[src/sobel_pkg.sv]
package sobel_pkg;

  // frame geometry, kept small for quick runs
  localparam int IMG_W = 16;                // pixels per row, also line FIFO depth
  localparam int IMG_H = 8;                 // rows per frame
  localparam int COL_W = $clog2(IMG_W);     // column counter / FIFO pointer width
  localparam int ROW_W = $clog2(IMG_H);     // row counter width

  // one grayscale sample
  typedef logic [7:0] pixel_t;

  // vertical slice of the 3x3 window, all at the same column
  typedef struct packed {
    pixel_t top;                            // two rows back
    pixel_t mid;                            // previous row
    pixel_t bot;                            // current row
  } column_t;

  // gradient range is +-1020, needs 11 bits signed
  typedef logic signed [10:0] grad_t;

  // |gx| + |gy| tops out at 2040
  typedef logic [10:0] mag_t;

  // runtime settings for the kernel
  typedef struct packed {
    pixel_t threshold;                      // edge when magnitude >= this
    logic   edge_white;                     // 1 swaps edge and background colours
  } edge_cfg_t;

  localparam pixel_t DEF_THRESHOLD = 8'd12; // threshold out of reset

  // output colours
  localparam pixel_t BLACK = 8'h00;
  localparam pixel_t WHITE = 8'hff;

  // config register map, 1-bit address
  localparam logic CFG_ADDR_THRESH = 1'b0;
  localparam logic CFG_ADDR_MODE   = 1'b1;

endpackage

[src/line_fifo.sv]
`timescale 1ns/1ns
module line_fifo import sobel_pkg::*;
(
  input  logic   sys_clk,
  input  logic   sys_rst_n,
  input  logic   clear,      // sync flush, wins over rd/wr
  input  logic   wr_en,
  input  pixel_t din,
  input  logic   rd_en,
  output pixel_t dout,       // head entry, no read latency
  output logic   full,
  output logic   empty
);

  pixel_t           mem [IMG_W];  // one row of storage
  logic [COL_W-1:0] wr_ptr;
  logic [COL_W-1:0] rd_ptr;
  logic [COL_W:0]   count;        // occupancy 0..IMG_W
  logic             do_wr;
  logic             do_rd;

  assign full  = (count == (COL_W + 1)'(IMG_W));
  assign empty = (count == '0);
  assign do_wr = wr_en && !full;  // overflow dropped
  assign do_rd = rd_en && !empty;
  assign dout  = mem[rd_ptr];     // show-ahead

  always_ff @(posedge sys_clk)
  begin
    if (do_wr)
      mem[wr_ptr] <= din;
  end

  // pointers and count
  always_ff @(posedge sys_clk or negedge sys_rst_n)
  begin
    if (!sys_rst_n)
    begin
      wr_ptr <= '0;
      rd_ptr <= '0;
      count  <= '0;
    end
    else if (clear)
    begin
      wr_ptr <= '0;
      rd_ptr <= '0;
      count  <= '0;
    end
    else
    begin
      if (do_wr)
        wr_ptr <= (wr_ptr == COL_W'(IMG_W - 1)) ? '0 : wr_ptr + 1'b1;
      if (do_rd)
        rd_ptr <= (rd_ptr == COL_W'(IMG_W - 1)) ? '0 : rd_ptr + 1'b1;
      case ({do_wr, do_rd})
        2'b10:   count <= count + 1'b1;
        2'b01:   count <= count - 1'b1;
        default: count <= count;   // idle or both, level unchanged
      endcase
    end
  end

endmodule

[src/line_buffer.sv]
`timescale 1ns/1ns
module line_buffer import sobel_pkg::*;
(
  input  logic    sys_clk,
  input  logic    sys_rst_n,
  input  pixel_t  pix_in,
  input  logic    pix_valid,   // one strobe per pixel, raster order
  output column_t col,         // top/mid/bot at the current column
  output logic    col_valid    // one cycle after pix_valid, rows 2 and up
);

  logic [COL_W-1:0] col_cnt;     // column of the incoming pixel
  logic [ROW_W-1:0] row_cnt;     // row of the incoming pixel
  logic             last_col;
  logic             frame_start; // pixel (0,0) of a frame
  logic             rd_mid;
  logic             rd_top;
  logic             mid_wr;
  logic             top_wr;
  pixel_t           mid_din;
  pixel_t           top_din;
  pixel_t           mid_dout;
  pixel_t           top_dout;

  assign last_col    = (col_cnt == COL_W'(IMG_W - 1));
  assign frame_start = pix_valid && (col_cnt == '0) && (row_cnt == '0);
  assign rd_mid      = pix_valid && (row_cnt != '0);       // previous row exists
  assign rd_top      = pix_valid && (row_cnt >= ROW_W'(2)); // full window height

  // raster position
  always_ff @(posedge sys_clk or negedge sys_rst_n)
  begin
    if (!sys_rst_n)
    begin
      col_cnt <= '0;
      row_cnt <= '0;
    end
    else if (pix_valid)
    begin
      col_cnt <= last_col ? '0 : col_cnt + 1'b1;
      if (last_col)
        row_cnt <= (row_cnt == ROW_W'(IMG_H - 1)) ? '0 : row_cnt + 1'b1;
    end
  end

  // FIFO writes land one cycle after the strobe, after that slot's read
  // so a write never meets a full FIFO; last row feeds nothing
  always_ff @(posedge sys_clk or negedge sys_rst_n)
  begin
    if (!sys_rst_n)
    begin
      mid_wr    <= 1'b0;
      top_wr    <= 1'b0;
      col_valid <= 1'b0;
    end
    else
    begin
      mid_wr    <= pix_valid && (row_cnt <= ROW_W'(IMG_H - 2));
      top_wr    <= rd_mid && (row_cnt <= ROW_W'(IMG_H - 2)); // mid head moves up
      col_valid <= rd_top;
    end
  end

  always_ff @(posedge sys_clk)
  begin
    if (pix_valid)
    begin
      mid_din <= pix_in;
      top_din <= mid_dout;
    end
    if (rd_top)
      col <= '{top: top_dout, mid: mid_dout, bot: pix_in};
  end

  // previous row
  line_fifo fifo_mid (
    .sys_clk   (sys_clk),
    .sys_rst_n (sys_rst_n),
    .clear     (frame_start),
    .wr_en     (mid_wr),
    .din       (mid_din),
    .rd_en     (rd_mid),
    .dout      (mid_dout),
    .full      (),
    .empty     ()
  );

  // two rows back
  line_fifo fifo_top (
    .sys_clk   (sys_clk),
    .sys_rst_n (sys_rst_n),
    .clear     (frame_start),
    .wr_en     (top_wr),
    .din       (top_din),
    .rd_en     (rd_top),
    .dout      (top_dout),
    .full      (),
    .empty     ()
  );

endmodule

[src/sobel_kernel.sv]
`timescale 1ns/1ns
module sobel_kernel import sobel_pkg::*;
(
  input  logic      sys_clk,
  input  logic      sys_rst_n,
  input  column_t   col,        // newest column, right side of the window
  input  logic      col_valid,
  input  edge_cfg_t cfg,
  output pixel_t    pix_out,
  output logic      out_valid   // col_valid + 3
);

  column_t          win_l;      // leftmost column
  column_t          win_m;      // centre column
  logic [COL_W-1:0] kcol;       // column index within the row
  logic             win_full;
  grad_t            gx_c;
  grad_t            gy_c;
  grad_t            gx;
  grad_t            gy;
  logic             grad_valid;
  mag_t             mag;
  logic             mag_valid;
  pixel_t           edge_pix;
  pixel_t           back_pix;

  // a + 2b + c, zero extended into the signed range
  function automatic grad_t wsum(pixel_t a, pixel_t b, pixel_t c);
    return grad_t'({3'b000, a}) + grad_t'({2'b00, b, 1'b0}) + grad_t'({3'b000, c});
  endfunction

  function automatic mag_t abs_g(grad_t g);
    return g[10] ? mag_t'(-g) : mag_t'(g);
  endfunction

  assign win_full = (kcol >= COL_W'(2)); // two older columns already held
  assign gx_c     = wsum(win_l.top, win_l.mid, win_l.bot) - wsum(col.top, col.mid, col.bot);
  assign gy_c     = wsum(win_l.top, win_m.top, col.top) - wsum(win_l.bot, win_m.bot, col.bot);
  assign edge_pix = cfg.edge_white ? WHITE : BLACK;
  assign back_pix = cfg.edge_white ? BLACK : WHITE;

  // control: column count and stage strobes
  always_ff @(posedge sys_clk or negedge sys_rst_n)
  begin
    if (!sys_rst_n)
    begin
      kcol       <= '0;
      grad_valid <= 1'b0;
      mag_valid  <= 1'b0;
      out_valid  <= 1'b0;
    end
    else
    begin
      if (col_valid)
        kcol <= (kcol == COL_W'(IMG_W - 1)) ? '0 : kcol + 1'b1;
      grad_valid <= col_valid && win_full;
      mag_valid  <= grad_valid;
      out_valid  <= mag_valid;
    end
  end

  // datapath
  always_ff @(posedge sys_clk)
  begin
    if (col_valid)
    begin
      win_l <= win_m;   // shift left by one column
      win_m <= col;
      gx    <= gx_c;
      gy    <= gy_c;
    end
    if (grad_valid)
      mag <= abs_g(gx) + abs_g(gy);
    if (mag_valid)
      pix_out <= (mag >= mag_t'(cfg.threshold)) ? edge_pix : back_pix;
  end

endmodule

[src/edge_cfg_regs.sv]
`timescale 1ns/1ns
module edge_cfg_regs import sobel_pkg::*;
(
  input  logic      sys_clk,
  input  logic      sys_rst_n,
  input  logic      cfg_we,     // write strobe
  input  logic      cfg_addr,   // 0 threshold, 1 mode
  input  pixel_t    cfg_wdata,
  output edge_cfg_t cfg         // straight to the kernel
);

  // decoded writes land on the next clock
  always_ff @(posedge sys_clk or negedge sys_rst_n)
  begin
    if (!sys_rst_n)
    begin
      cfg.threshold  <= DEF_THRESHOLD;
      cfg.edge_white <= 1'b0;        // black edges on white by default
    end
    else if (cfg_we)
    begin
      case (cfg_addr)
        CFG_ADDR_THRESH:
          cfg.threshold <= cfg_wdata;
        CFG_ADDR_MODE:
          cfg.edge_white <= cfg_wdata[0]; // upper bits ignored
      endcase
    end
  end

endmodule

[src/sobel_top.sv]
`timescale 1ns/1ns
module sobel_top import sobel_pkg::*;
(
  input  logic   sys_clk,
  input  logic   sys_rst_n,
  input  pixel_t pix_in,
  input  logic   pix_valid,   // raster order, gaps allowed
  input  logic   cfg_we,
  input  logic   cfg_addr,
  input  pixel_t cfg_wdata,
  output pixel_t pix_out,     // BLACK or WHITE
  output logic   out_valid    // pix_valid of window corner + 4
);

  edge_cfg_t cfg;
  column_t   col;
  logic      col_valid;

  // threshold and polarity
  edge_cfg_regs edge_cfg_regs_i (
    .sys_clk   (sys_clk),
    .sys_rst_n (sys_rst_n),
    .cfg_we    (cfg_we),
    .cfg_addr  (cfg_addr),
    .cfg_wdata (cfg_wdata),
    .cfg       (cfg)
  );

  // two-row history, one column out per pixel
  line_buffer line_buffer_i (
    .sys_clk   (sys_clk),
    .sys_rst_n (sys_rst_n),
    .pix_in    (pix_in),
    .pix_valid (pix_valid),
    .col       (col),
    .col_valid (col_valid)
  );

  sobel_kernel sobel_kernel_i (
    .sys_clk   (sys_clk),
    .sys_rst_n (sys_rst_n),
    .col       (col),
    .col_valid (col_valid),
    .cfg       (cfg),
    .pix_out   (pix_out),
    .out_valid (out_valid)
  );

endmodule

[config.mk]
export PLATFORM = sky130hd
export DESIGN_NAME = sobel_top
export DESIGN_NICKNAME = d
export VERILOG_FILES = /design/src/sobel_pkg.sv /design/src/line_fifo.sv /design/src/line_buffer.sv /design/src/sobel_kernel.sv /design/src/edge_cfg_regs.sv /design/src/sobel_top.sv
export SDC_FILE = /design/constraint.sdc
export NUM_CORES = 1
export LEC_CHECK = 0
export CAP_MARGIN = 20
export CELL_PAD_IN_SITES_DETAIL_PLACEMENT = 0
export CELL_PAD_IN_SITES_GLOBAL_PLACEMENT = 1
export CORE_ASPECT_RATIO = 1.4
export CORE_UTILIZATION = 35
export CTS_CLUSTER_DIAMETER = 120
export DETAILED_ROUTE_END_ITERATION = 10
export DONT_BUFFER_PORTS = 1
export GPL_ROUTABILITY_DRIVEN = 0
export PLACE_DENSITY = 0.61
export SLEW_MARGIN = 20
export SYNTH_ARGS = -nofsm -noshare
export SYNTH_HDL_FRONTEND = slang
export SYNTH_SLANG_ARGS = --single-unit
[constraint.sdc]
create_clock -name sys_clk -period 8.9 [get_ports sys_clk]
set_input_delay 0 -clock sys_clk [delete_from_list [all_inputs] [get_ports sys_clk]]
set_output_delay 0 -clock sys_clk [all_outputs]
set_load 0.05 [all_outputs]
==> results <==
- The net count of the mapped netlist is 1599.
- In this run the worst hold path is classified as in -> reg.
- Before CTS, the worst setup slack after placement is 4.40 ns.
- The start point of the critical path is line_buffer_i.col[17].
- For this design the top-level I/O count stands at 30.
- The most frequently used cell type in the post-synthesis netlist is sky130_fd_sc_hd__edfxtp_1.
- The wire length of the first global-routing pass is 65400 µm.
- The buffer type at the clock tree root is sky130_fd_sc_hd__clkbuf_16.
- The area of the die is 0.0595 mm².
- Power comes to 6760 µW.
- The total iterations of the first detailed-routing run is 8.
- The remaining global-route overflow is 0.
- The width of the chip is 206 µm.
- The signed area change from the synthesized netlist to the final layout is 13.1%.
- Across the VDD grid, the largest voltage drop is 0.181 mV.
- Dividing the detail-routed wire length by the instance count gives 18.6 µm.
- The detailed-route via count is 11251.
- Setup violations remaining at the end of the flow were counted as 0.
- The checks that failed: design-rule violations.
- The worst setup path is captured at a register.
- The maximum fanout along the worst path is 7.
- The floorplan die height is 288 µm.
- After the first detailed-routing iteration, the DRC count stood at 552.
- The fmax is 0.222 GHz.
- The starting utilization of the core area is 0.355.
- The startpoint identified for the worst register-to-register timing path is line_buffer_i.col[17].
- The number of buffer cells added on primary ports is 0.
- After synthesis the cells add up to 0.0205 mm².
- The share of the clock period used by the worst path after layout is 0.506.
- The number of global-route vias before repair came to 11767.
- Averaged over all synthesized cells, the footprint is 14.2 µm².
- The worst slew slack as a fraction of its limit is 0.325.
- The total count of max-transition violations in the final report came to 0.
- The biggest area contributor in the post-synthesis netlist is sky130_fd_sc_hd__edfxtp_1.
- The setup slack of the critical path after layout is 4.40 ns.
- The top-area cell type share of the netlist area is 0.553.
- The capturing point of the worst reg2reg path is sobel_kernel_i.gx[9].
- The cell row count is 104.
- Clock tree synthesis found a total of 429 sinks.
- The floorplan step defined a core boundary enclosing 0.0576 mm².
- The most used flip-flop cell after synthesis is sky130_fd_sc_hd__edfxtp_1.
- Across every metal layer, demand over resource in global routing totals 0.145.
- For this run, the register share of the synthesized area comes to 0.616.
- Synthesis produced 1438 cells.
- In this run, CTS created clock tree buffers numbering 44.
- Max-cap violations in this run came to 0.
- Counting flops and latches in the post-synthesis netlist gives 429.
- The worst setup skew after layout is 0.0289 ns.
- For this design the ratio of total power to cell area is 292 mW/mm².
- The commonest cells after synthesis are sky130_fd_sc_hd__edfxtp_1, sky130_fd_sc_hd__inv_1, sky130_fd_sc_hd__ha_1, sky130_fd_sc_hd__nand2_1, sky130_fd_sc_hd__o21ai_0.
- Data arrives at the worst endpoint at 4.80 ns.
- The TritonCTS clock tree is built.
- In the final layout, the share of cells above drive strength 1 is 0.0947.
- Entering global routing, the biggest net connects 76 pins.
- For this run, design rule violations remaining after detail routing come to 3.
- The count of instances resized after the clock tree is built is 0.
- The setup TNS is 0 ns.
- The final layout contains routed wiring with a total length of 42100 µm.
- The last element of the critical path is sobel_kernel_i.gx[9].
- The number of antenna-violating nets in the routed design is 0.
- Setup repair after global routing left no endpoint under its margin.
- The HPWL reported at the end of detailed placement is 29200 µm.
- The final critical path time including I/O delays and setup is 4.50 ns.
- STA classifies the critical path startpoint as a register.
- Yosys attributes the largest share of cell area to sky130_fd_sc_hd__edfxtp_1, sky130_fd_sc_hd__ha_1, sky130_fd_sc_hd__dfrtp_1.
- The analysis attributes to cell leakage a power of 0.00843 µW.
- The latest clock arrival within the worst-skew pair is 0.58 ns.
- Clock-pin slew was measured on the worst setup and hold paths at 0.06 ns.
- The async set or reset register ratio after synthesis is 0.121.
- Yosys printed 0 warnings.
- The average via count per standard cell is 4.97.
- Across all register-to-register paths, the minimum setup slack is 4.40 ns.
- The number of hold violations in the final report was 0.
- The count of flip-flops with a built-in enable after synthesis is 377.
- The number of antenna violations at the first check in global routing is 3.
- The worst setup path category is reg -> reg.
- The flow ran to the end, but the final reports show violations.
- The post-layout net count is 1646.
- Once layout is complete, the utilization of the core stands at 0.402.
- The number of cells on the worst reg-to-reg path is 16.
- Counting along the longest clock path gives a buffer depth of 3.
- The clock tree synthesis step divided the H-tree into 2 levels.
- At the pin with the least slew margin, the transition time is 1.01 ns.
- The distinct cell type count of the synthesized netlist is 67.
- For the worst setup path, the data required time is 9.20 ns.
==> metal layers <==
metal,vias to the layer above,global-route usage,share of wire,routed length (µm)
met3,52,0.0243,0.033,1390
met5,-,0,0.00031,13
met1,5613,0.158,0.39,16600
li1,5436,-,-,-
met4,2,0.0471,0.024,1030
met2,148,0.279,0.55,23100
==> area by class of cell <==
cell class                 instances  area (µm²)
sequential                       429       12600
multi-input combinational        846        7230
clock buffer                      60        1160
fill                            5331       34500
timing repair buffer              50         531
clock inverter                    21         248
tap                              742         928
inverter                         114         428
antenna                            2        5.00
==> kinds of logic after synthesis <==
kind of cell / share of synthesized area
simple gates: 0.0568
compound gates: 0.0877
mux: 0.0735
fa+ha+maj: 0.0998
xor+xnor: 0.0338
buf+inv: 0.0321
flops: 0.616
==> metrics by stage <==
step	area [µm²]	hold slack, ns	std cells
final	23200	0.0888	2264
after global routing	23200	0.0715	2264
after CTS	23200	0.0490	2262
after detailed placement	21300	-0.290	2142
after global placement	21300	-0.291	2142
after floorplan	20500	-0.296	1438
==> flip-flops by register name, indices dropped and copies added, names as in the netlist, 9 cells and up <==
| register | cells |
|---|---|
| line_buffer_i.col | 24 |
| line_buffer_i.fifo_mid.mem | 128 |
| edge_cfg_regs_i.cfg | 9 |
| sobel_kernel_i.gx | 10 |
| sobel_kernel_i.win_l | 24 |
| line_buffer_i.fifo_top.mem | 128 |
| sobel_kernel_i.gy | 11 |
| sobel_kernel_i.mag | 11 |
| sobel_kernel_i.win_m | 24 |
==> report_power, final <==
part	internal, µW	switching [µW]
sequential	2590	258
clock	1020	786
combinational	934	1170
total	4550	2220
==> placed cells by master, fill, tap and decap left out, types with 16 or more instances in the layout <==
master                            n
sky130_fd_sc_hd__clkbuf_1        16
sky130_fd_sc_hd__dfrtp_1         47
sky130_fd_sc_hd__o21ai_0         77
sky130_fd_sc_hd__nand2_1         80
sky130_fd_sc_hd__mux2_2          19
sky130_fd_sc_hd__mux2i_1         57
sky130_fd_sc_hd__a221oi_1        16
sky130_fd_sc_hd__ha_1           101
sky130_fd_sc_hd__a21oi_1         76
sky130_fd_sc_hd__clkbuf_16       44
sky130_fd_sc_hd__nor2_1          58
sky130_fd_sc_hd__edfxtp_1       377
sky130_fd_sc_hd__mux4_2          32
sky130_fd_sc_hd__xor2_1          30
sky130_fd_sc_hd__dlygate4sd3_1   36
sky130_fd_sc_hd__a21o_1          21
sky130_fd_sc_hd__fa_1            39
sky130_fd_sc_hd__a22oi_1         17
sky130_fd_sc_hd__and2_1          18
sky130_fd_sc_hd__xnor2_1         49
sky130_fd_sc_hd__inv_1          114
==> worst min path at each step <==
stage | start | to | cells after the start
6_report | pix_in[5] | line_buffer_i.mid_din[5] | 1
5_1_grt | pix_in[5] | line_buffer_i.mid_din[5] | 1
4_1_cts | pix_in[6] | line_buffer_i.mid_din[6] | 1
3_5_place_dp | sys_rst_n | line_buffer_i.fifo_top.wr_ptr[1] | 0
3_3_place_gp | sys_rst_n | line_buffer_i.fifo_top.wr_ptr[1] | 0
2_1_floorplan | sys_rst_n | edge_cfg_regs_i.cfg[0] | 0
==> timing repair <==
action | CTS | global route
hold endpoints to repair | 152 | 0
setup endpoints to repair | 0 | 0
buffers inserted | 0 | 0
hold buffers | 39 | 0
==> worst max-delay path: stages, from the launching register on <==
cell                       delay (ns)
sky130_fd_sc_hd__edfxtp_1        0.45
sky130_fd_sc_hd__ha_1            0.26
sky130_fd_sc_hd__fa_1            0.43
sky130_fd_sc_hd__a21o_1          0.18
sky130_fd_sc_hd__a21oi_1         0.33
sky130_fd_sc_hd__o21bai_1        0.10
sky130_fd_sc_hd__a21oi_1         0.18
sky130_fd_sc_hd__xor2_1          0.12
sky130_fd_sc_hd__fa_1            0.51
sky130_fd_sc_hd__inv_1           0.06
sky130_fd_sc_hd__fa_1            0.49
sky130_fd_sc_hd__inv_1           0.04
sky130_fd_sc_hd__ha_1            0.38
sky130_fd_sc_hd__a21oi_1         0.22
sky130_fd_sc_hd__nor3b_1         0.07
sky130_fd_sc_hd__a311oi_1        0.23
sky130_fd_sc_hd__o311ai_0        0.18
(Power assumes the default switching activity.)
